==> src/verilog/reset_sequencer.sv <==
`timescale 1ns/1ps

module reset_sequencer #(
    parameter int RESET_HOLD = 63
) (
    input  logic clk_rv,
    input  logic rst_rv,
    input  logic mem_init_done,
    output logic cpu_rst_n
);
    localparam int CW = $clog2(RESET_HOLD + 1);

    logic [CW-1:0] hold_cnt;

    // Count restarts while in reset or before memory init is done
    always_ff @(posedge clk_rv) begin
        if (!rst_rv || !mem_init_done) begin
            hold_cnt  <= '0;
            cpu_rst_n <= 1'b0;
        end else if (hold_cnt == CW'(RESET_HOLD)) begin
            cpu_rst_n <= 1'b1;
        end else begin
            hold_cnt <= hold_cnt + 1'b1;
        end
    end

endmodule

==> config.mk <==
export PLATFORM = sky130hd
export DESIGN_NAME = reset_sequencer
export DESIGN_NICKNAME = d
export VERILOG_FILES = /design/src/verilog/reset_sequencer.sv
export SDC_FILE = /design/constraint.sdc
export NUM_CORES = 1
export LEC_CHECK = 0
export BUFFER_PORTS_ARGS = -buffer_cell sky130_fd_sc_hd__buf_2
export CAP_MARGIN = 10
export CORE_AREA = 3 3 40 42
export CTS_CLUSTER_SIZE = 40
export DETAILED_ROUTE_END_ITERATION = 10
export DIE_AREA = 0 0 43 45
export GPL_ROUTABILITY_DRIVEN = 1
export HOLD_SLACK_MARGIN = 0.1
export SLEW_MARGIN = 20
export SYNTH_ARGS = -nofsm -noshare
export SYNTH_HDL_FRONTEND = slang
export SYNTH_SLANG_ARGS = --single-unit
export TNS_END_PERCENT = 100
==> constraint.sdc <==
create_clock -name clk_rv -period 1.9 [get_ports clk_rv]
set_input_delay 0.475 -clock clk_rv [delete_from_list [all_inputs] [get_ports clk_rv]]
set_output_delay 0.475 -clock clk_rv [all_outputs]
set_load 0.01 [all_outputs]
## After elaboration in Yosys (flattened, before gate mapping)

Cells that the tools add are included.

| word-level totals | value |
|---|---|
| bits of input ports | 3 |
| output and inout port bits | 1 |
| word-level logic and storage cells | 7 |
| register bits | 7 |

| cells by class | value |
|---|---|
| add/sub/neg operators | 1 |
| equality and inequality tests | 1 |
| reduce and logical (&&, ||, !) cells | 3 |

Operators by type and width:

| kind | number |
|---|---|
| 6-bit by 1-bit adder with 6-bit output, second input constant | 1 |
| 6-bit equality test, second input constant | 1 |
| 1-bit logical NOT | 2 |
| 1-bit logical OR | 1 |

## Logic depth before layout (Yosys ltp)

| logic depth | value |
|---|---|
| depth after elaboration | 2 |
| gate-level depth with buffers | 4 |

## Worst setup path before layout

No wires, ideal clock.

| path | value |
|---|---|
| path kind | register -> register |
| start | reg hold_cnt[0] |
| end | reg hold_cnt[5] |
| path buffers | 0 |
| required time | 1.784 ns |
| arrival | 1.177 ns |
| cell stages (with the launch flop) | 4 |
| setup slack | 0.606 ns |
| cells stage by stage | dfxtp_1 -> ha_1 -> or4b_1 -> o211a_1 |

| on the way | value |
|---|---|
| cells in the longest elaborated chain, start to end | 1 |
| elaborated cells on any way between the ends | 2 |

RTL lines:

| item | line | text |
|---|---|---|
| from (decl) | 13 | `logic [CW-1:0] hold_cnt;` |
| from (signal assigned) | 23 | `hold_cnt <= hold_cnt + 1'b1;` |
| 6-bit by 1-bit adder with 6-bit output / 6-bit equality test (equally long branches) | 23, 20 |  |

Several ways; a longest one is shown, not always the timed one.
A chain may end at the register's enable or synchronous reset.

## Worst setup path after layout

Ends and elaborated chain as after synthesis.

==> key figures <==
STA
  • Post-route minimum period: 1.335 ns
  • Worst-margin pin slew: 0.2350 ns
  • Worst clock skew: approximately 0.0030 ns
  • Setup slack after layout: 0.5649 ns
  • Final setup fails: 0
  • Final worst path period share: between 70% and 80%
  • RSZ-0062 raised after global routing: no
  • Fmax: 749.0 MHz
  • Setup TNS: 0 ns
  • Final Hold Vio Count: 0
  • Slew margin rel.: 84.31%
  • Final Slew Violations: 0

Global route
  • Vias in the first global route: 224
  • First-pass GRT wire length: between 800 and 900 µm
  • Initial antenna violation count: 0
  • Tot GR Track Use: ~6.3%
  • Total gr overflow: 0
  • Largest net degree at the start of global routing: 8

Worst hold path
  • Worst Hold Class: flop to flop

Synth
  • #FFs+latches synth: 7
  • Ys Warns: 0
  • Syn Nets: 39
  • Top-area cell type share of the netlist area: 45.16%
  • Largest area contributor in the netlist: dfxtp_1
  • Cells after Synth: 35
  • Dominant cells by area after synthesis: dfxtp_1, a21oi_1, nand3_1, o21ai_0, nor3b_1
  • Seq/Total Area, Yosys: 45.16%
  • Netlist Area Pre-Place: about 310 µm²
  • Unique masters post-synth: 18
  • Synthesized area per cell: 8.866 µm²

Power and ir drop
  • Clk pwr share: 45.5%
  • Gate power share: under 10%
  • Switching power: between 50 and 60 µW
  • Leak Pwr: 0.1386 nW
  • Sw frac: 20.42%
  • Worst vdd ir: just under 0.0003 V
  • PD cells: 792.0 nW/µm²
  • Design internal power: approximately 230 µW
  • Sequential group share of total power: 51.5%

Placement
  • I/O Buffers: 3
  • Setup WS pre-CTS: 0.5675 ns
  • Placed Cells: 53
  • GPL Wtd Cong: 0.7659
  • Final HPWL DP: 392.3 µm

Floorplanning
  • Height of the die: 45 µm
  • Core outline area: 1285 µm²
  • Die area: 1935 µm²
  • IO Pins: 4
  • Die Wd: 43 µm
  • Initial core utilization: between 20 and 25%
  • Core Rows: 13

Setup path
  • Levels on crit path: 3
  • Worst path slowest cell: or4b_1
  • Buffers & Inverters on Critical Path: 0
  • CP Max Fanout: 5
  • CP Launch Type: flop
  • Worst R2R Path Depth: 3
  • Worst Setup End Kind: flop
  • Slowest cell delay on critical path: 0.52 ns
  • CP startpoint: hold_cnt[0]
  • Crit path kind: flop to flop
  • Reg2reg setup slack: about 0.56 ns
  • Reg-to-Reg Start: hold_cnt[0]
  • Crit path arrival time: 1.48 ns
  • Reg2reg end: hold_cnt[5]
  • Sequence of cells on the critical path: ha_1 -> or4b_1 -> o211a_1
  • CP endpoint: hold_cnt[5]
  • Top Family by Delay on Critical Path: simple AND/OR/NAND/NOR gates
  • Req. time, crit path: ~2 ns

Final layout
  • Share of cells above drive strength 1: 19.05%
  • Commonest non-fill, non-tap cell in the layout: dfxtp_1
  • Area delta synth->final: 19.35%
  • Ant diodes: 0
  • Fin cells: 57
  • Net count, final: 47

Detailed routing
  • DRC errors left: 0
  • Final wirelength: 546 µm
  • Drt first pass iters: 4
  • Drt first-iter violations: 5
  • Vias per std cell: about 4.5
  • Vias: 256
  • Antenna Nets Post-Route: 0
  • Drt wl/cell: 9.579 µm

Status
  • Status: finished clean

Clock tree
  • CTS tree: built
  • Clock Path Buffers: 2
  • Hold Buf Count CTS: 0
  • Worst-skew pair later-pin latency: 0.25 ns
  • H-tree depth: 1
  • Worst-path clk slew: 0.05 ns
  • TritonCTS buffer count: 3
  • CTS resizes: 0
  • CTS root buffer: clkbuf_4
  • Clock sink count: 7
  • Setup bufs post-CTS: 0

Flow run
  • Max Cap Viol: 0
[kinds of logic after synthesis]
family	share of synthesized area, %
buf+inv	1.209
compound gates	14.92
xor+xnor	2.823
flops	45.16
simple gates	31.86
fa+ha+maj	4.032
[sequential cells by signal, indices dropped and copies added (netlist names)]
register,flops
hold_cnt,6
cpu_rst_n,1
[synth_stat cells, drive strengths merged]
library cell  n
dfxtp         7
nor3          2
and3          1
nor2          2
inv           1
nand2         3
o21ai         3
or4b          1
ha            1
o211a         1
and2          1
nand4         1
nand3         4
a31oi         1
a21oi         3
nor3b         2
xor2          1
[metal layers]
| metal | GRT usage, % | share of wire (%) | up-vias |
|---|---|---|---|
| met3 | 2.390 | 2.4 | 0 |
| met4 | 5.422 | 0 | 0 |
| li1 | - | - | 145 |
| met5 | 0 | 0 | - |
| met2 | 8.683 | 46 | 1 |
| met1 | 7.748 | 51 | 110 |
[area by class of cell]
type,count,area (µm²)
Multi-Input combinational cell,27,166.4
Inverter,1,3.754
Fill cell,136,914.6
Timing Repair Buffer,3,15.01
Sequential cell,7,140.1
Clock buffer,4,26.28
Tap cell,15,18.77
[tightest hold or removal path: stages, from the launching register on]
cell and delay [ns]:
dfxtp_1 0.30, inv_1 0.04, a21oi_1 0.05
[power by group through the flow]
stage / clock, mW / sequential [mW] / combinational [mW]
global placement: 0 / 0.154 / 0.00908
CTS: 0.140 / 0.151 / 0.00887
finish: 0.133 / 0.151 / 0.00877
detailed placement: 0 / 0.154 / 0.00882
global route: 0.150 / 0.151 / 0.0102
floorplan: 0 / 0.154 / 0.00552
[metrics by stage]
stage / utilization (%) / power (mW) / area [µm²] / hold slack, ns
final: 28.82 / 0.2933 / 370.4 / 0.4486
after global routing: 28.82 / 0.3114 / 370.4 / 0.4543
after CTS: 28.82 / 0.3001 / 370.4 / 0.4459
after detailed placement: 26.78 / 0.1630 / 344.1 / 0.4392
after global placement: 26.78 / 0.1632 / 344.1 / 0.4316
after floorplan: - / 0.1594 / 310.3 / 0.4675
[how the worst min path moves through the flow]
stage / from / endpoint / slack (ns) / depth (start not counted)
2_1_floorplan: hold_cnt[2] / hold_cnt[2] / 0.47 / 1
3_3_place_gp: cpu_rst_n / cpu_rst_n / 0.43 / 2
3_5_place_dp: cpu_rst_n / cpu_rst_n / 0.44 / 2
4_1_cts: cpu_rst_n / cpu_rst_n / 0.45 / 2
5_1_grt: cpu_rst_n / cpu_rst_n / 0.45 / 2
6_report: cpu_rst_n / cpu_rst_n / 0.45 / 2
Note: power is estimated with default switching activity, not from simulation.
