`config.mk`:
```
export PLATFORM = sky130hd
export DESIGN_NAME = gpio_regs
export DESIGN_NICKNAME = d
export VERILOG_FILES = /design/src/verilog/soc_map_pkg.sv /design/src/verilog/soc_bus_pkg.sv /design/src/verilog/gpio_regs.sv
export SDC_FILE = /design/constraint.sdc
export NUM_CORES = 1
export LEC_CHECK = 0
export BUFFER_PORTS_ARGS = -buffer_cell sky130_fd_sc_hd__buf_2
export CAP_MARGIN = 15
export CORE_UTILIZATION = 28
export DETAILED_ROUTE_END_ITERATION = 8
export GPL_ROUTABILITY_DRIVEN = 0
export PLACE_DENSITY = 0.93
export SLEW_MARGIN = 25
export SYNTH_ARGS = -nofsm -noshare
export SYNTH_HDL_FRONTEND = slang
export SYNTH_SLANG_ARGS = --single-unit
```
`constraint.sdc`:
```
create_clock -name clk_rv -period 2.5 [get_ports clk_rv]
set_input_delay 0.25 -clock clk_rv [delete_from_list [all_inputs] [get_ports clk_rv]]
set_output_delay 0.25 -clock clk_rv [all_outputs]
set_load 0.005 [all_outputs]
```
`src/verilog/soc_map_pkg.sv`:
```
package soc_map_pkg;

    // Bus byte address
    typedef logic [31:0] addr_t;

    // ------------------------------------------------------------------------
    // Address map
    // ------------------------------------------------------------------------

    // Internal RAM runs to the top of memory and echoes every 8 KB
    localparam addr_t RAM_BASE       = 32'hFFFF_0000;

    // GPIO window is 256 bytes
    localparam addr_t GPIO_BASE      = 32'h0300_0000;

    localparam addr_t UART_DATA_ADDR = 32'h0300_0100;
    localparam addr_t UART_STAT_ADDR = 32'h0300_0104;

    // Read data for unmapped addresses
    localparam logic [31:0] UNMAPPED_DATA = 32'hFFFF_FFFF;

    typedef enum logic [2:0] {
        reg_none,
        reg_ram,
        reg_gpio,
        reg_uart_data,
        reg_uart_stat
    } region_e;

    // Word offsets inside the GPIO window
    typedef enum logic [5:0] {
        gpio_led     = 6'd0,
        gpio_vga_scl = 6'd1,
        gpio_vga_sda = 6'd2,
        gpio_usb_rst = 6'd3
    } gpio_reg_e;

endpackage

```
`src/verilog/soc_bus_pkg.sv`:
```
package soc_bus_pkg;

    // ------------------------------------------------------------------------
    // Wishbone classic
    // ------------------------------------------------------------------------

    typedef struct packed {
        logic                cyc;
        logic                stb;
        logic                we;
        logic [3:0]          sel;
        soc_map_pkg::addr_t  adr;
        logic [31:0]         dat;
    } wb_req_t;

    typedef struct packed {
        logic        ack;
        logic [31:0] dat;
    } wb_rsp_t;

    // Board pins driven by the GPIO block
    typedef struct packed {
        logic [2:0] led_n;      // active low
        logic       vga_scl;
        logic       vga_sda_oe;
        logic       usb_rst_n;
    } gpio_pins_t;

    typedef enum logic [1:0] {
        st_idle,
        st_start,
        st_data,
        st_stop
    } uart_state_e;

endpackage

```
`src/verilog/gpio_regs.sv`:
```
`timescale 1ns/1ps

module gpio_regs (
    input  logic                    clk_rv,
    input  logic                    rst_rv,
    input  logic                    gpio_sel,
    input  soc_bus_pkg::wb_req_t    wb_req,
    input  logic                    vga_sda_in,
    output logic [31:0]             gpio_rdata,
    output soc_bus_pkg::gpio_pins_t gpio_pins
);
    import soc_map_pkg::*;

    gpio_reg_e  offset;
    logic [2:0] led_on;
    logic       vga_scl;
    logic       vga_sda_oe;
    logic       usb_rst_n;

    assign offset = gpio_reg_e'(wb_req.adr[7:2]);

    // ------------------------------------------------------------------------
    // Register writes from the low byte
    // ------------------------------------------------------------------------
    always_ff @(posedge clk_rv) begin
        if (!rst_rv) begin
            led_on     <= 3'b000;
            vga_scl    <= 1'b1;
            vga_sda_oe <= 1'b0;
            usb_rst_n  <= 1'b0;
        end else if (gpio_sel && wb_req.we && wb_req.sel[0]) begin
            case (offset)
                gpio_led:     led_on     <= wb_req.dat[2:0];
                gpio_vga_scl: vga_scl    <= wb_req.dat[0];
                gpio_vga_sda: vga_sda_oe <= wb_req.dat[0];
                gpio_usb_rst: usb_rst_n  <= wb_req.dat[0];
                default: ;
            endcase
        end
    end

    // SDA read-back comes straight from the pad
    always_comb begin
        case (offset)
            gpio_led:     gpio_rdata = {29'd0, led_on};
            gpio_vga_scl: gpio_rdata = {31'd0, vga_scl};
            gpio_vga_sda: gpio_rdata = {31'd0, vga_sda_in};
            gpio_usb_rst: gpio_rdata = {31'd0, usb_rst_n};
            default:      gpio_rdata = 32'd0;
        endcase
    end

    // LEDs are wired active low on the board
    assign gpio_pins.led_n      = ~led_on;
    assign gpio_pins.vga_scl    = vga_scl;
    assign gpio_pins.vga_sda_oe = vga_sda_oe;
    assign gpio_pins.usb_rst_n  = usb_rst_n;

endmodule

```
---- Word-level counts from Yosys, hierarchy flattened ----
Index checks and enable logic that the tools add are counted.
storage, ports and cells
  register bits after elaboration ......... 6
  word-level logic and storage cells ...... 16
operators by class
  equal/unequal tests ..................... 3
  mux-type cells .......................... 1
  bitwise logic cells ..................... 1
  reduce and logical (&&, ||, !) cells .... 7
operators with widths
  operator                                       number
  == test 6 x 2 -> 1 bit, second input constant  2
  one-hot mux 3 bit (4 select lines)             1
  AND reduction 2 bit                            4
  == test 6 x 1 -> 1 bit, second input constant  1
  zero test 6 bit                                1
  NOT 3 bit                                      1
  logical AND 1 bit                              2

---- Depth between registers and ports, before layout ----
  depth after elaboration ................. 3
  gate-level depth with buffers ........... 4

---- Worst setup path after synthesis ----
Ideal clock, no wire load.
  path kind ............................... input to output
  start ................................... input port wb_req[39] in the netlist's numbering
  end ..................................... output port gpio_rdata[0]
  arrival time ............................ 1,284 ps
  path slack .............................. 966 ps
  stages on the path ...................... 4
  path through ............................ or4_4 -> buf_6 -> nor3b_1 -> a221o_1
on the way
  longest elaborated chain between the ends .. 2
RTL lines
  item                                                  line             source
  from (decl)                                           gpio_regs.sv:7   input soc_bus_pkg::wb_req_t wb_req,
  == test 6 x 2 -> 1 bit, or another cell as far along  gpio_regs.sv:44  case (offset)
  one-hot mux 3 bit (4 select lines) *                  gpio_regs.sv:44
  to (decl)                                             gpio_regs.sv:9   output logic [31:0] gpio_rdata,
Mark *: on every way between the ends. The rest lies on a longest branch, timed or not.

---- Worst setup path in the final report ----
Ends and elaborated chain as after synthesis.

==> metrics <==
distinct cell type count after synthesis 24; antenna violations before repair 0; max-capacitance violation count 0; pre-CTS setup slack 0.797 ns; crit end category primary output; die area 2430 um2; top_reg_cell synth dfxtp_1; Clock Skew 0 ns; Seq/Total Area, Yosys 19.2%; Clock transition at path regs 0.04 ns; postcts setup bufs 0; post-route ant nets 0; Netlist Area Pre-Place 626 um2; Final Worst Setup Slack 0.796 ns; Total Wirelength 1130 um; CP Class input port to primary output; routed via count 476; number of failing hold endpoints at the final stage 0; CP Data Required Time 2.25 ns; DR vias/cell 3.97; ANT cells 0; Hold WC Path Type input port to flop; row count 16; hold-fix buffers at CTS 0; Pre-antenna DRT Iters 4; DIE WIDTH 49.3 um; DR DRC count 0; CTS Buf Count 3; share of layout cells above drive strength 1 31.2%; Avg Inst Size Synth 8.34 um2; overflow left after global routing 0; Final Critical Period 1.70 ns; vias in the first global route 429; Wirelength per Cell 9.38 um; Period Utilization, post-route 68.2%; Worst EP arrival 1.45 ns; outcome finished, final reports clean; maximum vdd drop 0.000200 V; gr usage total 10.7%; CORE AREA 2020 um2; first-pass GRT wire length 1870 um; PortBufs 23; CP Max Fanout 11; DRT iter0 DRCs 10; Setup-failing EPs final 0; Initial Util 30.9%; Synth warnings 0; CTS sink cnt 6; Final nets 170; Max Slew Vio Count 0; RSZ-0062 raised after global routing false; post-CTS sizing 0; worst-case clock buffer depth 2; clock root buffer clkbuf_4; achievable clock frequency 0.587 GHz; Worst setup SP type input port; Post-Synthesis Cells 75; worst skew pair latency 0.25 ns; # H-tree levels 1; CTS tree done; DP HPWL 891 um; Setup TNS Final 0 ns; Power Dens Cells 357 nW/um2; Area growth syn-to-layout 2.20%; Post-synth EDFFs 0; #FFs+latches synth 6; Post-synth ARST share 0%; die span in y 49.3 um; Lkg Pwr 0.303 nW; largest net degree at the start of global routing 12; I/O Pins 113
==> area by class of cell <==
cell class	count	area (um2)
fillers	228	1380
clock buffers	3	22.5
repair buffers	23	115
flip-flops and latches	6	120
multi-input cells	58	337
inverters	3	11.3
well taps	27	33.8
==> per-stage QoR <==
stage / total power [mW] / instance area [um2] / std cells / hold slack, ns / util [%]
6_report: 0.228 / 639 / 120 / 0.249 / 31.6
5_1_grt: 0.247 / 639 / 120 / 0.244 / 31.6
4_1_cts: 0.233 / 639 / 120 / 0.244 / 31.6
3_5_place_dp: 0.136 / 617 / 117 / 0.459 / 30.5
3_3_place_gp: 0.135 / 617 / 117 / 0.446 / 30.5
2_1_floorplan: 0.156 / 731 / 103 / 0.392 / -
==> cells by family (layout without fill, tap and decap cells) <==
group,Yosys count,after routing,synth area share [%]
buffers and inverters,39,29,43.8
and+or+nand+nor,20,20,22.8
DFF,6,6,19.2
muxes,5,5,8.00
AOI/OAI and AO/OA,4,4,5.60
other,1,29,0.599
==> layout by cell type, fill, tap and decap left out <==
| master | n |
|---|---|
| nor4_1 | 2 |
| nand3_1 | 1 |
| nor2_1 | 1 |
| o311ai_1 | 1 |
| nand3b_1 | 1 |
| nor4b_4 | 1 |
| o31ai_1 | 1 |
| a221o_1 | 1 |
| dfxtp_1 | 6 |
| nor4b_1 | 1 |
| o41ai_1 | 1 |
| or4_4 | 1 |
| buf_2 | 23 |
| clkbuf_4 | 3 |
| nand2_1 | 8 |
| nor3b_1 | 1 |
| inv_1 | 3 |
| conb_1 | 29 |
| nand4_1 | 1 |
| mux2i_1 | 5 |
| nor4_4 | 1 |
| nor3_1 | 1 |
==> worst max-delay path: stages <==
cell and delay [ns]:
buf_2 0.09, or4_4 0.63, nor3b_1 0.22, a221o_1 0.16, buf_2 0.10
==> where the power goes <==
group	switching (mW)	internal [mW]	total (mW)
clock network	0.0386	0.0545	0.0931
logic	0.0267	0.0122	0.0389
registers	0.0000855	0.0961	0.0961
total	0.0653	0.163	0.228
==> sequential cells by signal (all words and copies together) (netlist names) <==
signal	flops
led_on	3
vga_scl	1
vga_sda_oe	1
usb_rst_n	1
==> path summary, 6_finish.rpt <==
path,from,end,slack (ns),cells after the start
worst max-delay path,wb_req[39],gpio_rdata[0],0.80,5
worst min-delay path,wb_req[1],led_on[1],0.25,3
worst max register to register,usb_rst_n,usb_rst_n,1.88,2
worst min register to register,led_on[1],led_on[1],0.46,2
==> Yosys cell counts (2+ instances only) <==
cell type / instances / area [um2]
mux2i_1: 5 / 50.1
buf_4: 32 / 240
dfxtp_1: 6 / 120
nand2_1: 8 / 30.0
inv_1: 3 / 11.3
buf_1: 2 / 7.51
nor4_1: 2 / 12.5
==> routing by layer <==
layer / vias up / part of all wire (%) / GRT usage [%]
li1: 232 / - / -
met1: 211 / 38 / 10.9
met2: 30 / 49 / 16.4
met3: 3 / 11 / 5.92
met4: 0 / 1.9 / 7.35
met5: - / 0 / 0
Power figures use the tool's default switching activity.
