$ cat config.mk
export PLATFORM = sky130hd
export DESIGN_NAME = bus_decoder
export DESIGN_NICKNAME = d
export VERILOG_FILES = /design/src/verilog/soc_map_pkg.sv /design/src/verilog/soc_bus_pkg.sv /design/src/verilog/bus_decoder.sv
export SDC_FILE = /design/constraint.sdc
export NUM_CORES = 1
export LEC_CHECK = 0
export ABC_CLOCK_PERIOD_IN_PS = 1400
export BUFFER_PORTS_ARGS = -buffer_cell sky130_fd_sc_hd__buf_4
export CORE_AREA = 4 4 78 80
export DETAILED_ROUTE_END_ITERATION = 10
export DIE_AREA = 0 0 82 84
export GPL_TIMING_DRIVEN = 1
export HOLD_SLACK_MARGIN = 0.1
export PLACE_DENSITY = 0.73
export SYNTH_ARGS = -nofsm -noshare
export SYNTH_HDL_FRONTEND = slang
export SYNTH_SLANG_ARGS = --single-unit
$ cat constraint.sdc
create_clock -name clk_rv -period 1.4 [get_ports clk_rv]
set_input_delay 0.14 -clock clk_rv [delete_from_list [all_inputs] [get_ports clk_rv]]
set_output_delay 0.14 -clock clk_rv [all_outputs]
set_load 0.02 [all_outputs]
$ cat src/verilog/soc_map_pkg.sv
package soc_map_pkg;

    // Bus byte address
    typedef logic [31:0] addr_t;

    // ------------------------------------------------------------------------
    // Address map
    // ------------------------------------------------------------------------

    // Internal RAM runs to the top of memory and echoes every 8 KB
    localparam addr_t RAM_BASE       = 32'hFFFF_0000;

    // GPIO window is 256 bytes
    localparam addr_t GPIO_BASE      = 32'h0300_0000;

    localparam addr_t UART_DATA_ADDR = 32'h0300_0100;
    localparam addr_t UART_STAT_ADDR = 32'h0300_0104;

    // Read data for unmapped addresses
    localparam logic [31:0] UNMAPPED_DATA = 32'hFFFF_FFFF;

    typedef enum logic [2:0] {
        reg_none,
        reg_ram,
        reg_gpio,
        reg_uart_data,
        reg_uart_stat
    } region_e;

    // Word offsets inside the GPIO window
    typedef enum logic [5:0] {
        gpio_led     = 6'd0,
        gpio_vga_scl = 6'd1,
        gpio_vga_sda = 6'd2,
        gpio_usb_rst = 6'd3
    } gpio_reg_e;

endpackage

$ cat src/verilog/soc_bus_pkg.sv
package soc_bus_pkg;

    // ------------------------------------------------------------------------
    // Wishbone classic
    // ------------------------------------------------------------------------

    typedef struct packed {
        logic                cyc;
        logic                stb;
        logic                we;
        logic [3:0]          sel;
        soc_map_pkg::addr_t  adr;
        logic [31:0]         dat;
    } wb_req_t;

    typedef struct packed {
        logic        ack;
        logic [31:0] dat;
    } wb_rsp_t;

    // Board pins driven by the GPIO block
    typedef struct packed {
        logic [2:0] led_n;      // active low
        logic       vga_scl;
        logic       vga_sda_oe;
        logic       usb_rst_n;
    } gpio_pins_t;

    typedef enum logic [1:0] {
        st_idle,
        st_start,
        st_data,
        st_stop
    } uart_state_e;

endpackage

$ cat src/verilog/bus_decoder.sv
`timescale 1ns/1ps

module bus_decoder (
    input  logic                 clk_rv,
    input  logic                 rst_rv,
    input  soc_bus_pkg::wb_req_t wb_req,
    output soc_bus_pkg::wb_rsp_t wb_rsp,
    output logic                 ram_sel,
    output logic                 gpio_sel,
    output logic                 data_sel,
    output logic                 stat_sel,
    input  logic [31:0]          ram_rdata,
    input  logic [31:0]          gpio_rdata,
    input  logic [31:0]          uart_rdata,
    output logic                 bus_err_irq
);
    import soc_map_pkg::*;

    region_e region_d;
    region_e region_q;
    logic    ack_q;
    logic    start;

    // New access only when the previous one is not in its ack cycle
    assign start = wb_req.cyc && wb_req.stb && !ack_q;

    always_comb begin
        if (wb_req.adr >= RAM_BASE) begin
            region_d = reg_ram;
        end else if (wb_req.adr[31:8] == GPIO_BASE[31:8]) begin
            region_d = reg_gpio;
        end else if (wb_req.adr == UART_DATA_ADDR) begin
            region_d = reg_uart_data;
        end else if (wb_req.adr == UART_STAT_ADDR) begin
            region_d = reg_uart_stat;
        end else begin
            region_d = reg_none;
        end
    end

    always_ff @(posedge clk_rv) begin
        if (!rst_rv) begin
            ack_q       <= 1'b0;
            region_q    <= reg_none;
            bus_err_irq <= 1'b0;
        end else begin
            ack_q <= start;
            if (start) begin
                region_q <= region_d;
            end
            // Sticky until reset
            if (start && region_d == reg_none) begin
                bus_err_irq <= 1'b1;
            end
        end
    end

    // Selects are only live in the ack cycle
    assign ram_sel  = ack_q && (region_q == reg_ram);
    assign gpio_sel = ack_q && (region_q == reg_gpio);
    assign data_sel = ack_q && (region_q == reg_uart_data);
    assign stat_sel = ack_q && (region_q == reg_uart_stat);

    always_comb begin
        wb_rsp.ack = ack_q;
        case (region_q)
            reg_ram:       wb_rsp.dat = ram_rdata;
            reg_gpio:      wb_rsp.dat = gpio_rdata;
            reg_uart_data: wb_rsp.dat = uart_rdata;
            reg_uart_stat: wb_rsp.dat = uart_rdata;
            default:       wb_rsp.dat = UNMAPPED_DATA;
        endcase
    end

endmodule

# Word level (Yosys, flattened, before mapping)
# Cells that the tools add are included.
# Widths: inputs -> output; s select.
[totals]
word_cells = 26
out_inout_bits = 38
in_bits = 169
ff_bits = 5
[op_classes]
order_cmp = 1
eq_ne = 7
mux = 5
reduce_logical = 10
[ops]
columns = ["cell", "n"]
rows = [
  ["$pmux 32 s3", 1],
  ["$eq 32x26->1 const B", 2],
  ["$ge 32x32->1 const B", 1],
  ["$eq 24x18->1 const B", 1],
  ["$mux 3", 4],
  ["$logic_and 1x1->1", 7],
  ["$eq 3x2->1 const B", 2],
  ["$eq 3x1->1 const B", 1],
  ["$eq 3x3->1 const B", 1],
  ["$logic_not 3->1", 1],
  ["$reduce_or 2->1", 1],
  ["$logic_not 1->1", 1],
]

# Logic depth before layout (Yosys ltp)
[logic_depth]
depth_word = 7
depth_mapped = 7
mapped_depth_nobuf = 4

# Least setup slack after synthesis
# Ideal clock, no wire load.
[synth_path]
path_type = "flip-flop to output port"
start = "register region_q[1]"
end = "output port ram_sel"
stages_incl_launch_ff = 6
required_time_ns = 1.260
n_path_buf = 3
path_slack_ns = -0.147
arrival_time_ns = 1.407
path_cell_list = "dfxtp_1 buf_2 nand2b_1 clkbuf_1 buf_2 nor3b_1"
[synth_between]
elab_chain_len = 2
[synth_rtl]
columns = ["item", "line", "source"]
rows = [
  ["from (decl)", "bus_decoder.sv:20", "region_e region_q;"],
  ["from (signal assigned)", "bus_decoder.sv:44", "region_q <= reg_none;"],
  ["from (signal assigned)", "bus_decoder.sv:49", "region_q <= region_d;"],
  ["$eq 3x1->1", "bus_decoder.sv:59", "assign ram_sel = ack_q && (region_q == reg_ram);"],
  ["$logic_and 1x1->1", "bus_decoder.sv:59", ""],
  ["to (decl)", "bus_decoder.sv:8", "output logic ram_sel,"],
]
# Every way passes these cells.

==> summary.md <==
| Metric | Value |
|---|---|
| Status | complete, but fails checks |
| Failing checks | negative setup slack |
| Port bufs | 169 |
| WP data required | 1260 ps |
| Period utilization | 117% |
| VDD IR-drop max | 455 uV |
| DP HPWL | approximately 5000 um |
| Row count | 27 |
| Sequential element share of the synthesized area | under 10% |
| Max FO, Critical Path | 20 |
| Simple-Gate Fraction of Synth Area | approximately a quarter |
| Slew Limit Fails | 0 |
| Predominant post-synthesis flop cell | dfxtp_1 |
| Critical Path End Type | primary output |
| Share of async-settable or async-resettable flops after synthesis | 0% |
| Worst Max-Slew Pin Slew | around 360 ps |
| Multiplexer area fraction after synthesis | between 20% and 30% |
| Syn Nets | between 300 and 400 |
| Worst Slack Setup Final | -231 ps |
| Post-Synthesis Cells | ~200 |
| Starting Density | ~25% |
| Clock transition at path regs | approximately 40 ps |
| DRC viols | 0 |
| Clock Tree Root | clkbuf_8 |
| TritonCTS clock tree | built |
| Initial antenna violation count | 0 |
| Routed WL | ~6400 um |
| Layout area overhead | 130% |
| Power Density | roughly 360 nW/um^2 |
| WL/cell | roughly 15 um |
| Top post-synthesis cells by count | nor2_1, a21oi_1, mux2i_1, o22a_1, clkbuf_1 |
| Clk_lat worst skew | between 200 and 250 ps |
| Clock Path Buffers | 2 |
| Mapped Area | between 1000 and 1500 sq um |
| Cell with the most instances after synthesis | nor2_1 |
| Fmax | 613 MHz |
| Largest net degree at the start of global routing | 26 |
| Clock H-tree levels | 1 |
| Final Hold Vio Count | 0 |
| Die Wd | around 80 um |
| Via-to-Cell Ratio | between 5 and 6 |
| Startpoint types | flop |
| Post-route core utilization | between 50% and 60% |
| Max-slew headroom | around 76% |
| Maxcap violations | 0 |
| Drt first-iter violations | 30 |
| Via count | 2212 |
| PnR Total Power | around 1.1 mW |
| Cell count after placement | between 400 and 500 |
| First-pass GRT wire length | just under 10000 um |
| Hold buffers post-CTS | 0 |
| RSZ-0062 raised after global routing | true |
| Critical path type | flop to primary output |
| Crit path DAT | 1490 ps |
| Post-synth EDFFs | 0 |
| Setup_tns | -6510 ps |
| Syn Area/Cell | roughly 6.8 sq um |
| Worst Clk Skew | 3.25 ps |
| Non-Filler Instances | 439 |
| YS warnings | 0 |
| Largest family of logic cells by synthesized area | compound AO/OA/AOI/OAI gates |
| Flop and latch count out of synthesis | 5 |
| Post-synth top area share | between 20% and 30% |
| Layout Nets | between 500 and 600 |
| Cell accounting for the most synthesized area | mux2i_1 |
| Synth Area in Compound Gates | between 30% and 40% |
| Post-layout minimum cycle time | ~1600 ps |
| Synth cell types | 29 |
| All-Layer GR Usage | between 15 and 20% |
| Die area | about 6900 sq um |
| # diodes | 0 |
| Vias in the first global route | about 2300 |
| Synth top area cells | mux2i_1, o22a_1, a21oi_1, nor2_1, dfxtp_1 |
| Inserted Clock Buffers | 3 |
| Layout cells sized above 1 | 67.8% |
| Leak | ~1.3 nW |
| Core Footprint | around 5400 sq um |
| Die height | 84 um |
| IO Count | about 210 |
| GR Overflow Total | 0 |
| Drt pass-1 iters | 4 |
| Gp weighted congestion | roughly 0.78 |
| Antenna-violating nets left | 0 |
| Xor-xnor portion of the synthesized cell area | 0% |
| Clock Sinks | 5 |
| Type of the most critical hold path | input pin to flop |
| Final setup viols | 33 |
| Post-Synth Adder-Cell Area | 0% |
cells by family (layout without fill, tap and decap cells):
group	count (synthesis)	after routing
compound gates	71	71
buf+inv	21	192
flops	5	5
mux	32	32
simple gates	67	67
routing by layer:
layer | vias up | global-route usage [%] | part of all wire [%]
li1 | 1094 | - | -
met1 | 1012 | 18.3 | 36
met2 | 98 | 33.7 | 53
met3 | 8 | 3.02 | 9.0
met4 | 0 | 5.29 | 1.3
met5 | - | 0 | 0
stage by stage:
stage / setup WS [ps] / hold slack (ps) / area (sq um)
6_report: -231 / 160 / 3060
5_1_grt: -296 / 165 / 3060
4_1_cts: -232 / 154 / 3030
3_5_place_dp: -67.6 / 391 / 2840
3_3_place_gp: -39.0 / 385 / 2840
2_1_floorplan: -42.1 / 253 / 1380
placed cells by master (no fill, tap or decap), types with 2 or more instances in the layout:
cell type	instances
mux2i_1	32
buf_6	21
nand3_1	2
buf_12	6
buf_4	161
o22a_1	3
a21oi_1	32
nor2_2	22
nor4_1	5
nor3_1	2
nand2_1	4
dfxtp_1	4
o21ai_0	3
nand4_1	6
o22a_2	29
clkbuf_8	3
or4_1	2
nor2_1	14
state kept, by name (all words and copies together) (netlist names):
name         count
ack_q            1
region_q         3
bus_err_irq      1
worst max-delay path: stages (launching register included):
cell      delay [ps]
dfxtp_4          410
buf_6            130
nand2b_4          70
buf_12           160
nor2_1           100
a21oi_1           50
o22a_2           210
buf_6            130
final timing paths:
kind                                               start                  endpoint  slack (ps)  cells after the start
worst max-delay path            region_q[0]$_SDFFE_PN0P_                 wb_rsp[9]        -230                      7
worst min-delay path                              rst_rv  region_q[2]$_SDFFE_PN0P_         160                      2
worst max register to register          ack_q$_SDFF_PN0_  region_q[2]$_SDFFE_PN0P_         260                      4
worst min register to register  bus_err_irq$_SDFFE_PN0P_  bus_err_irq$_SDFFE_PN0P_         470                      2
report_power, final:
group	total, mW	switching (mW)	leakage, nW	internal (mW)
clock	0.277	0.0808	0.0228	0.196
combinational	0.678	0.253	1.23	0.425
sequential	0.156	0.00753	0.0415	0.148
layout make-up:
type	count	area, sq um
Fill cell	526	2340
Timing Repair Buffer	188	1570
Multi-Input combinational cell	170	1260
Sequential cell	5	104
Tap cell	72	90.1
Clock buffer	4	45.0
timing repair:
| action | 4_1_cts | 5_1_grt |
|---|---|---|
| gates resized for setup | 30 | 18 |
| endpoints found under the hold margin | 0 | 0 |
| buffers inserted | 2 | 0 |
| cloned | 1 | 0 |
| pin swaps | 2 | 2 |
| endpoints found under the setup margin | 33 | 34 |
(Power assumes the default switching activity.)
