[config.mk]
export PLATFORM = sky130hd
export DESIGN_NAME = uart_tx_port
export DESIGN_NICKNAME = d
export VERILOG_FILES = /design/src/verilog/soc_map_pkg.sv /design/src/verilog/soc_bus_pkg.sv /design/src/verilog/uart_tx_port.sv
export SDC_FILE = /design/constraint.sdc
export NUM_CORES = 1
export LEC_CHECK = 0
export ABC_AREA = 0
export BUFFER_PORTS_ARGS = -buffer_cell sky130_fd_sc_hd__buf_2
export CELL_PAD_IN_SITES_DETAIL_PLACEMENT = 1
export CELL_PAD_IN_SITES_GLOBAL_PLACEMENT = 1
export CORE_MARGIN = 3
export CORE_UTILIZATION = 25
export DETAILED_ROUTE_END_ITERATION = 7
export GPL_TIMING_DRIVEN = 0
export PLACE_DENSITY_LB_ADDON = 0.1
export RECOVER_POWER = 100
export SYNTH_ARGS = -nofsm -noshare
export SYNTH_HDL_FRONTEND = slang
export SYNTH_SLANG_ARGS = --single-unit
[constraint.sdc]
create_clock -name clk_rv -period 1.9 [get_ports clk_rv]
set_clock_uncertainty 0.1 [all_clocks]
set_input_delay 0.19 -clock clk_rv [delete_from_list [all_inputs] [get_ports clk_rv]]
set_output_delay 0.19 -clock clk_rv [all_outputs]
set_load 0.01 [all_outputs]
[src/verilog/soc_map_pkg.sv]
package soc_map_pkg;

    // Bus byte address
    typedef logic [31:0] addr_t;

    // ------------------------------------------------------------------------
    // Address map
    // ------------------------------------------------------------------------

    // Internal RAM runs to the top of memory and echoes every 8 KB
    localparam addr_t RAM_BASE       = 32'hFFFF_0000;

    // GPIO window is 256 bytes
    localparam addr_t GPIO_BASE      = 32'h0300_0000;

    localparam addr_t UART_DATA_ADDR = 32'h0300_0100;
    localparam addr_t UART_STAT_ADDR = 32'h0300_0104;

    // Read data for unmapped addresses
    localparam logic [31:0] UNMAPPED_DATA = 32'hFFFF_FFFF;

    typedef enum logic [2:0] {
        reg_none,
        reg_ram,
        reg_gpio,
        reg_uart_data,
        reg_uart_stat
    } region_e;

    // Word offsets inside the GPIO window
    typedef enum logic [5:0] {
        gpio_led     = 6'd0,
        gpio_vga_scl = 6'd1,
        gpio_vga_sda = 6'd2,
        gpio_usb_rst = 6'd3
    } gpio_reg_e;

endpackage

[src/verilog/soc_bus_pkg.sv]
package soc_bus_pkg;

    // ------------------------------------------------------------------------
    // Wishbone classic
    // ------------------------------------------------------------------------

    typedef struct packed {
        logic                cyc;
        logic                stb;
        logic                we;
        logic [3:0]          sel;
        soc_map_pkg::addr_t  adr;
        logic [31:0]         dat;
    } wb_req_t;

    typedef struct packed {
        logic        ack;
        logic [31:0] dat;
    } wb_rsp_t;

    // Board pins driven by the GPIO block
    typedef struct packed {
        logic [2:0] led_n;      // active low
        logic       vga_scl;
        logic       vga_sda_oe;
        logic       usb_rst_n;
    } gpio_pins_t;

    typedef enum logic [1:0] {
        st_idle,
        st_start,
        st_data,
        st_stop
    } uart_state_e;

endpackage

[src/verilog/uart_tx_port.sv]
`timescale 1ns/1ps

module uart_tx_port #(
    parameter int CLKS_PER_BIT = 217
) (
    input  logic                 clk_rv,
    input  logic                 rst_rv,
    input  logic                 data_sel,
    input  logic                 stat_sel,
    input  soc_bus_pkg::wb_req_t wb_req,
    output logic [31:0]          uart_rdata,
    output logic                 txd
);
    import soc_bus_pkg::*;

    localparam int CW = $clog2(CLKS_PER_BIT);

    uart_state_e   state;
    logic [CW-1:0] baud_cnt;
    logic [2:0]    bit_idx;
    logic [7:0]    shift;
    logic          busy;
    logic          bit_end;

    assign busy    = (state != st_idle);
    assign bit_end = (baud_cnt == CW'(CLKS_PER_BIT - 1));

    always_ff @(posedge clk_rv) begin
        if (!rst_rv) begin
            state    <= st_idle;
            baud_cnt <= '0;
            bit_idx  <= 3'd0;
            txd      <= 1'b1;
        end else begin
            baud_cnt <= (state == st_idle || bit_end) ? '0 : baud_cnt + 1'b1;
            case (state)
                st_idle: begin
                    // Writes while busy never reach this branch and are dropped
                    if (data_sel && wb_req.we) begin
                        state <= st_start;
                        shift <= wb_req.dat[7:0];
                        txd   <= 1'b0;
                    end
                end
                st_start: begin
                    if (bit_end) begin
                        state   <= st_data;
                        bit_idx <= 3'd0;
                        txd     <= shift[0];
                        shift   <= shift >> 1;
                    end
                end
                st_data: begin
                    if (bit_end) begin
                        if (bit_idx == 3'd7) begin
                            state <= st_stop;
                            txd   <= 1'b1;
                        end else begin
                            bit_idx <= bit_idx + 3'd1;
                            txd     <= shift[0];
                            shift   <= shift >> 1;
                        end
                    end
                end
                default: begin
                    // Busy clears as the stop bit ends
                    if (bit_end) begin
                        state <= st_idle;
                    end
                end
            endcase
        end
    end

    assign uart_rdata = stat_sel ? {31'd0, busy} : 32'd0;

endmodule

### Word-level counts from Yosys, hierarchy flattened

Index checks and enable logic that the tools add are counted.

| word-level totals | value |
|---|---|
| output and inout bits | 33 |
| logic and storage cells | 50 |
| input bits | 75 |
| register bits | 22 |

| operators by class | value |
|---|---|
| mux-type cells | 21 |
| equality and inequality tests | 9 |
| bitwise operators | 1 |
| reductions and logical operators | 12 |
| $add $sub $neg | 2 |

Operators with widths:

| kind | count |
|---|---|
| $mux 8 | 4 |
| $pmux 8 s3 | 1 |
| $mux 2 | 5 |
| $mux 3 | 3 |
| $add 8x1->8 const B | 1 |
| $eq 8x8->1 const B | 1 |
| $ne 2x2->1 const B | 4 |
| $reduce_and 4->1 | 2 |
| $pmux 2 s3 | 1 |
| $pmux 3 s2 | 1 |
| $reduce_and 6->1 | 1 |
| $reduce_bool 2->1 | 3 |
| $mux 1 | 5 |
| $reduce_and 5->1 | 1 |
| $add 3x1->3 const B | 1 |
| $eq 3x3->1 const B | 1 |
| $pmux 1 s3 | 1 |
| $reduce_bool 3->1 | 1 |
| $eq 2x1->1 const B | 1 |
| $eq 2x2->1 const B | 1 |
| $logic_not 2->1 | 1 |
| $ne 2x1->1 const B | 1 |
| $reduce_or 2->1 | 1 |
| $logic_and 1x1->1 | 1 |
| 2 further kinds | 2 |

### Depth between registers and ports, before layout

Gate-level depths: netlist of the first run.

| logic depth | value |
|---|---|
| depth in word-level cells | 4 |
| gate-level depth with buffers | 7 |
| depth with buffers taken out | 6 |

### Worst setup path before layout of the first run

No wires, ideal clock.

| timing | value |
|---|---|
| path type | register to register |
| start point | register state[0] |
| end point | register shift[0] (enable) |
| data arrival time | 1.451 ns |
| data required time | 1.430 ns |
| cell stages (with the launch flop) | 6 |
| slack | -0.021 ns |
| cell sequence | dfxtp_1 -> inv_1 -> ha_1 -> nor2_2 -> o21ai_0 -> nor2_1 |

| between the ends | value |
|---|---|
| cells in the longest elaborated chain, start to end | 3 |
| elaborated cells between the ends (all ways) | 9 |
| those cells by class | 6 x eq/ne; 3 x reduce/logical |

RTL lines:

| what | RTL line | RTL |
|---|---|---|
| from (decl) | uart_tx_port.sv:18 | `uart_state_e state;` |
| from (signal assigned) | uart_tx_port.sv:30 | `state <= st_idle;` |
| from (signal assigned) | uart_tx_port.sv:40 | `state <= st_start;` |
| from (signal assigned) | uart_tx_port.sv:47 | `state <= st_data;` |
| $eq 2x2->1 (tied with other cells) | uart_tx_port.sv:36 | `case (state)` |
| $ne 2x2->1 (no source line) (tied with other cells) | n/a |  |
| $reduce_and 6->1 (no source line) * | n/a |  |
| to (signal assigned) | uart_tx_port.sv:41 | `shift <= wb_req.dat[7:0];` |
| to (signal assigned) | uart_tx_port.sv:50 | `shift <= shift >> 1;` |
| to (signal assigned) | uart_tx_port.sv:61 | `shift <= shift >> 1;` |
| to (decl) | uart_tx_port.sv:21 | `logic [7:0] shift;` |

Mark *: on every way between the ends. The rest lies on a longest branch, timed or not.
A chain may end at the register's enable or synchronous reset.

### Worst setup path after layout of the first run

| timing | value |
|---|---|
| start point | register state[1] |
| end point | register shift[4] (data pin) |

| between the ends | value |
|---|---|
| cells in the longest elaborated chain, start to end | 2 |
| elaborated cells between the ends (all ways) | 4 |
| those cells by class | 2 x eq/ne; 1 x mux; 1 x reduce/logical |

RTL lines:

| what | RTL line |
|---|---|
| $eq 2x2->1 (tied with other cells) | uart_tx_port.sv:36 |
| $pmux 8 s3 * | uart_tx_port.sv:36 |

Marked as above.

==> impl_metrics.json, run 1 <==
{
  "floorplan.initialDensity": 0.265,
  "fraction_of_registers_with_async_set_reset": 0,
  "routed_vias_inst": 3.74,
  "grt_use_total": 0.0875,
  "p_seq_frac": 0.394,
  "timing_worst_setup_path_type": "register to register",
  "drive_above_1_share": 0.348,
  "setup_violations": 0,
  "critical-path-slowest-cell": "sky130_fd_sc_hd__ha_1",
  "p_comb_frac": 0.327,
  "design.die.area_um2": 6490,
  "route.vias.total": 962,
  "routedWlPerCell_um": 10.2,
  "grt_start_max_net_pins": 14,
  "cp-start-kind": "register",
  "cp_cell_sequence": "inv_1 -> ha_1 -> mux2_2",
  "chipWidth_um": 80.5,
  "final-hold-violation-count": 0,
  "synth-edff-count": 8,
  "final.period_utilization": 0.910,
  "postCtsHoldBufs": 0,
  "switching_power_w": 0.000484,
  "postSynthRegisterBits": 22,
  "dp_cells": 253,
  "finish.cell_count_without_fillers": 257,
  "cts.clk_slew.worst_paths_ns": 0.09,
  "max_incr_delay_on_cp_ns": 0.50,
  "clock_path_buffers": 2,
  "power.static_leakage_nw": 0.848,
  "syn-instance-count": 139,
  "switching_share": 0.300,
  "syn-mean-instance-area_um2": 9.99,
  "layout-area-overhead-vs-synth_pct": 25.6,
  "worst_skew_pair.late_latency_ns": 0.27,
  "vias_in_the_first_global_route": 942,
  "intPower_w": 0.00113,
  "tritoncts_num_sinks": 22,
  "timing.final.max_slew_violations": 0,
  "vdd.ir_drop.worst_mv": 0.443,
  "cp.arrival_ns": 1.66,
  "finalPower_w": 0.00161,
  "status": "complete, no violations",
  "dpl-instance-area_um2": 1660,
  "number_of_iterations_in_the_first_detailed_routing_pass": 3,
  "cts-htree-levels": 1,
  "io_buffers": 14,
  "dpl.hpwl_um": 2110,
  "timing.critical_path.required_ns": 1.83,
  "ff2ff_setup_slack_ns": 0.17,
  "wire_length_of_the_first_global_routing_pass_um": 4340,
  "cts-buffers-inserted": 3,
  "globalplace.congestion": 0.695,
  "die_h_um": 80.5,
  "core_outline_area_um2": 5240,
  "num_antenna_cells": 0,
  "design_area_um2": 1740,
  "drc_errors": 0,
  "detailedRoute.firstIterationViolations": 26,
  "critical_path.endpoint_type": "register",
  "grt_setup_unrepaired": "false",
  "io_pins": 108,
  "achievable_frequency_mhz": 578,
  "post_synth_num_cell_types": 30,
  "route.antenna.remaining_nets": 0,
  "dominantRegCellSynth": "sky130_fd_sc_hd__dfxtp_1",
  "pwr_density_cell_nw_per_um2": 925,
  "grt_antenna_before_repair": 0,
  "maxCapViolations": 0,
  "clock-root-buffer": "sky130_fd_sc_hd__clkbuf_8",
  "nNetsFinal": 272,
  "layout.filler_cells": 622,
  "worst-path-max-fanout": 10,
  "synth-warning-count": 0,
  "row_count": 26,
  "netlist_area_um2": 1390,
  "p_clk_frac": 0.279,
  "final_worst_path_period_need_ns": 1.73,
  "min-delay-path-class": "input pin to register",
  "tritoncts": "built",
  "gr-total-overflow": 0,
  "postRouteWirelength_um": 2630,
  "ys_seq_area_frac": 0.375
}
[power by group through the flow]
stage          logic, W  clock network (W)  registers [W]
2_1_floorplan  0.000412                  0       0.000637
3_3_place_gp   0.000507                  0       0.000642
3_5_place_dp   0.000517                  0       0.000647
4_1_cts        0.000547           0.000472       0.000636
5_1_grt        0.000604           0.000492       0.000650
6_report       0.000527           0.000450       0.000635
[cell usage in the layout (no fill, tap or decap), drive strengths merged, types with 3 or more instances in the layout]
cell type / n
dfxtp: 14
inv: 6
xor2: 5
mux2i: 4
a21boi: 3
edfxtp: 8
nand3: 7
nor2: 14
ha: 9
buf: 44
nand2: 9
mux2: 7
clkbuf: 7
nor2b: 4
conb: 31
[state kept, by name, summed over array words and instances, names as in the netlist]
register	count
baud_cnt	8
txd	1
bit_idx	3
state	2
shift	8
[metrics by stage]
stage	worst slack, ns	TNS, ns	hold WS (ns)	utilization
2_1_floorplan	0.102	0	0.299	-
3_3_place_gp	-0.164	-1.31	0.358	0.317
3_5_place_dp	-0.192	-1.68	0.376	0.317
4_1_cts	0.0469	0	0.107	0.334
5_1_grt	0.0423	0	0.0950	0.333
6_report	0.170	0	0.115	0.333
[cells by family (layout without fill, tap and decap cells)]
group | Yosys count | in the layout | share of synthesized area
compound gates | 7 | 7 | 0.0333
xor+xnor | 6 | 6 | 0.0378
fa+ha+maj | 9 | 9 | 0.0811
buf+inv | 40 | 58 | 0.197
flops | 22 | 22 | 0.375
mux | 11 | 11 | 0.0856
other cells | 1 | 31 | 0.00270
simple gates | 43 | 43 | 0.187
[Yosys cell counts (all sizes together) (2+ instances only)]
| cell | count | share of area |
|---|---|---|
| nand2 | 9 | 0.024 |
| nand3 | 7 | 0.025 |
| o21ai | 2 | 0.0072 |
| ha | 9 | 0.081 |
| dfxtp | 14 | 0.20 |
| inv | 6 | 0.016 |
| buf | 32 | 0.18 |
| nand2b | 2 | 0.0090 |
| nor2b | 4 | 0.018 |
| edfxtp | 8 | 0.17 |
| xor2 | 5 | 0.032 |
| clkbuf | 2 | 0.0054 |
| and3 | 2 | 0.0099 |
| mux2 | 7 | 0.057 |
| nor2 | 14 | 0.041 |
| a21boi | 3 | 0.016 |
| mux2i | 4 | 0.029 |
[routing by layer]
| layer | GRT usage | wire length (um) |
|---|---|---|
| met1 | 0.0965 | 1070 |
| met2 | 0.156 | 1320 |
| met3 | 0.0258 | 198 |
| met4 | 0.0355 | 38 |
| met5 | 0 | 0 |
[final timing paths]
kind	depth (start not counted)	endpoint	from
worst max-delay path	3	shift[4]$_DFFE_PP_	state[1]$_SDFFE_PN0P_
worst min-delay path	2	shift[5]$_DFFE_PP_	wb_req[5]
worst min register to register	2	bit_idx[2]$_SDFFE_PN0P_	bit_idx[2]$_SDFFE_PN0P_
worst max register to register	3	shift[4]$_DFFE_PP_	state[1]$_SDFFE_PN0P_
[final cells by class]
| type | count | area (um2) | area share |
|---|---|---|---|
| inverter | 6 | 22.5 | 0.0129 |
| clock inverter | 1 | 30.0 | 0.0172 |
| timing repair buffer | 15 | 87.6 | 0.0502 |
| buffer | 33 | 241 | 0.138 |
| tap | 70 | 87.6 | 0.0502 |
| clock buffer | 3 | 41.3 | 0.0237 |
| multi-input combinational | 107 | 712 | 0.408 |
| sequential | 22 | 522 | 0.299 |
[repair_timing]
item	CTS	global route
setup buffers	1	0
setup endpoints to repair	15	11
gates resized for setup	1	2
hold endpoints to repair	0	0
pin swaps	1	0
[critical path, delay by kind of cell, from the launching register on]
family | cells | cell delay [ns]
buf+inv | 1 | 0.09
flops | 1 | 0.42
fa+ha+maj | 1 | 0.50
mux | 1 | 0.38
No activity file was read; power rests on OpenSTA's default activity.
==> run 2: changes to the inputs <==
--- a/config.mk
+++ b/config.mk
@@ -10,10 +10,10 @@
 export CELL_PAD_IN_SITES_DETAIL_PLACEMENT = 1
 export CELL_PAD_IN_SITES_GLOBAL_PLACEMENT = 1
 export CORE_MARGIN = 3
-export CORE_UTILIZATION = 25
+export CORE_UTILIZATION = 27
 export DETAILED_ROUTE_END_ITERATION = 7
 export GPL_TIMING_DRIVEN = 0
-export PLACE_DENSITY_LB_ADDON = 0.1
+export PLACE_DENSITY_LB_ADDON = 0.3
 export RECOVER_POWER = 100
 export SYNTH_ARGS = -nofsm -noshare
 export SYNTH_HDL_FRONTEND = slang
==> constraint.sdc (replaced) <==
create_clock -name clk_rv -period 1.67 [get_ports clk_rv]
set_clock_uncertainty 0.1 [all_clocks]
set_input_delay 0.167 -clock clk_rv [delete_from_list [all_inputs] [get_ports clk_rv]]
set_output_delay 0.167 -clock clk_rv [all_outputs]
set_load 0.01 [all_outputs]
==> run 2 against run 1 <==
Net effect:
- global-route usage shrank 0.26 points
- count of clock-buffer cells in the layout is the same
- sequential share of layout area shrank 1.1 points
- largest power group is now combinational cells
- final area grew 6.7%
- worst setup slack lost 0.099 ns
- critical endpoint is now bit_idx[0]$_SDFFE_PN0P_
- maximum frequency grew 8.2%
- total power grew 25%
- hold slack lost 0.025 ns
==> impl_metrics.json, run 2 (synthesized netlist as in run 1, its figures left out) <==
{
  "final_util": 0.384,
  "cts-htree-levels": 1,
  "route.vias.total": 973,
  "routed_vias_inst": 3.77,
  "regToRegStartpoint": "state[0]$_SDFFE_PN0P_",
  "mostFrequentLayoutCells": "sky130_fd_sc_hd__buf_4, sky130_fd_sc_hd__conb_1, sky130_fd_sc_hd__buf_2",
  "finish.cell_count_without_fillers": 258,
  "final_worst_path_period_need_ns": 1.60,
  "grt_antenna_before_repair": 0,
  "grt_start_max_net_pins": 14,
  "pwr_density_cell_nw_per_um2": 1080,
  "timing.critical_path.required_ns": 1.73,
  "p_comb_frac": 0.386,
  "grt.met2_usage": 0.149,
  "core_outline_area_um2": 4850,
  "switching_share": 0.302,
  "postRouteWirelength_um": 2580,
  "cts-buffers-inserted": 3,
  "postLayoutSetupSlackWorst_ns": 0.0713,
  "floorplan.initialDensity": 0.286,
  "routedWlPerCell_um": 9.99,
  "detailedRoute.firstIterationViolations": 26,
  "io_pins": 108,
  "grt_most_used_layer": "met2",
  "wire_length_of_the_first_global_routing_pass_um": 4150,
  "cp_cell_sequence": "inv_1 -> ha_4 -> nor2_4 -> nor4b_4 -> mux2i_1 -> nor2b_1",
  "worst_skew_pair.late_latency_ns": 0.26,
  "p_clk_frac": 0.249,
  "row_count": 25,
  "die_h_um": 77.7,
  "power.static_leakage_nw": 0.885,
  "clock_path_buffers": 2,
  "maxCapViolations": 0,
  "timing.final.max_slew_violations": 0,
  "vias_in_the_first_global_route": 945,
  "worst_setup_path_startpoint": "state[0]$_SDFFE_PN0P_",
  "vdd.ir_drop.worst_mv": 0.515,
  "num_antenna_cells": 0,
  "met1_use_gr": 0.100,
  "postCtsHoldBufs": 0,
  "cp-start-kind": "register",
  "io_buffers": 14,
  "min-delay-path-class": "input pin to register",
  "route.antenna.remaining_nets": 0,
  "grt_use_total": 0.0849,
  "globalplace.congestion": 0.682,
  "tritoncts_num_sinks": 22,
  "setup_violations": 0,
  "max_incr_delay_on_cp_ns": 0.37,
  "final_common_cell": "sky130_fd_sc_hd__buf_4",
  "critical-path-slowest-cell": "sky130_fd_sc_hd__dfxtp_4",
  "drc_errors": 0,
  "final.period_utilization": 0.957,
  "final.hold.worst_slack_ns": 0.0902,
  "switching_power_w": 0.000607,
  "cts.clk_slew.worst_paths_ns": 0.08,
  "largest_registers": "baud_cnt x8, shift x8, bit_idx x3",
  "achievable_frequency_mhz": 626,
  "worst-path-max-fanout": 5,
  "r2r.worst_path.cells": 6,
  "dpl.hpwl_um": 1930,
  "fin_setup_tns_ns": 0,
  "timing.critical_path.to": "bit_idx[0]$_SDFFE_PN0P_",
  "grtUsageMet3": 0.0220,
  "place_ws_ns": -0.215,
  "dp_cells": 250,
  "chipWidth_um": 77.7,
  "ff2ff_setup_slack_ns": 0.07,
  "cp.arrival_ns": 1.66,
  "final-hold-violation-count": 0,
  "nNetsFinal": 276,
  "design.die.area_um2": 6040,
  "critical_path.endpoint_type": "register",
  "status": "complete, no violations",
  "gr-total-overflow": 0,
  "intPower_w": 0.00140,
  "timing.rr.end": "bit_idx[0]$_SDFFE_PN0P_",
  "p_seq_frac": 0.365,
  "layout-area-overhead-vs-synth_pct": 34.1,
  "drive_above_1_share": 0.440,
  "grt_setup_unrepaired": "true",
  "min_delay_path_depth": 2,
  "tritoncts": "built",
  "timing_worst_setup_path_type": "register to register",
  "clock-root-buffer": "sky130_fd_sc_hd__clkbuf_8",
  "number_of_iterations_in_the_first_detailed_routing_pass": 3
}
run 2: worst max-delay path, delay by kind of cell (launching register included):
family / cells / cell delay (ns)
AND/OR/NAND/NOR: 3 / 0.44
adder cells (fa/ha/maj): 1 / 0.21
multiplexers: 1 / 0.22
flip-flops: 1 / 0.37
buffers and inverters: 1 / 0.16
run 2: repair_timing:
action | 4_1_cts | 5_1_grt
pin swaps | 3 | 5
endpoints found under the setup margin | 28 | 28
resized for setup | 12 | 17
setup buffers | 0 | 4
run 2: metal layers:
| layer | part of all wire | up-vias |
|---|---|---|
| li1 | - | 496 |
| met1 | 0.43 | 444 |
| met2 | 0.50 | 29 |
| met3 | 0.053 | 4 |
| met4 | 0.010 | 0 |
| met5 | 0 | - |
run 2: area by class of cell:
| class | count | area, um2 |
|---|---|---|
| Clock buffer | 3 | 41.3 |
| Sequential cell | 22 | 537 |
| Tap cell | 67 | 83.8 |
| Fill cell | 571 | 2990 |
| Inverter | 6 | 25.0 |
| Clock inverter | 1 | 30.0 |
| Buffer | 34 | 263 |
| Multi-Input combinational cell | 107 | 783 |
| Timing Repair Buffer | 18 | 98.8 |
run 2: worst min path at each step:
stage                     startpoint                     end  slack, ns
after floorplan            wb_req[7]  shift[7]$_SDFFCE_PN0P_       0.28
after global placement     wb_req[7]  shift[7]$_SDFFCE_PN0P_       0.36
after detailed placement   wb_req[7]  shift[7]$_SDFFCE_PN0P_       0.37
after CTS                  wb_req[7]  shift[7]$_SDFFCE_PN0P_       0.08
after global routing       wb_req[7]  shift[7]$_SDFFCE_PN0P_       0.09
final                      wb_req[7]  shift[7]$_SDFFCE_PN0P_       0.09
run 2: power groups by stage:
| stage | clock network [W] | registers, W | logic [W] |
|---|---|---|---|
| floorplan | 0 | 0.000725 | 0.000480 |
| global placement | 0 | 0.000733 | 0.000596 |
| detailed placement | 0 | 0.000733 | 0.000602 |
| CTS | 0.000519 | 0.000725 | 0.000670 |
| global route | 0.000537 | 0.000745 | 0.000871 |
| finish | 0.000499 | 0.000734 | 0.000776 |
run 2: stage by stage:
step                instance area (um2)  total power (W)
floorplan                          1510          0.00121
global placement                   1660          0.00133
detailed placement                 1660          0.00134
CTS                                1770          0.00191
global route                       1860          0.00215
finish                             1860          0.00201
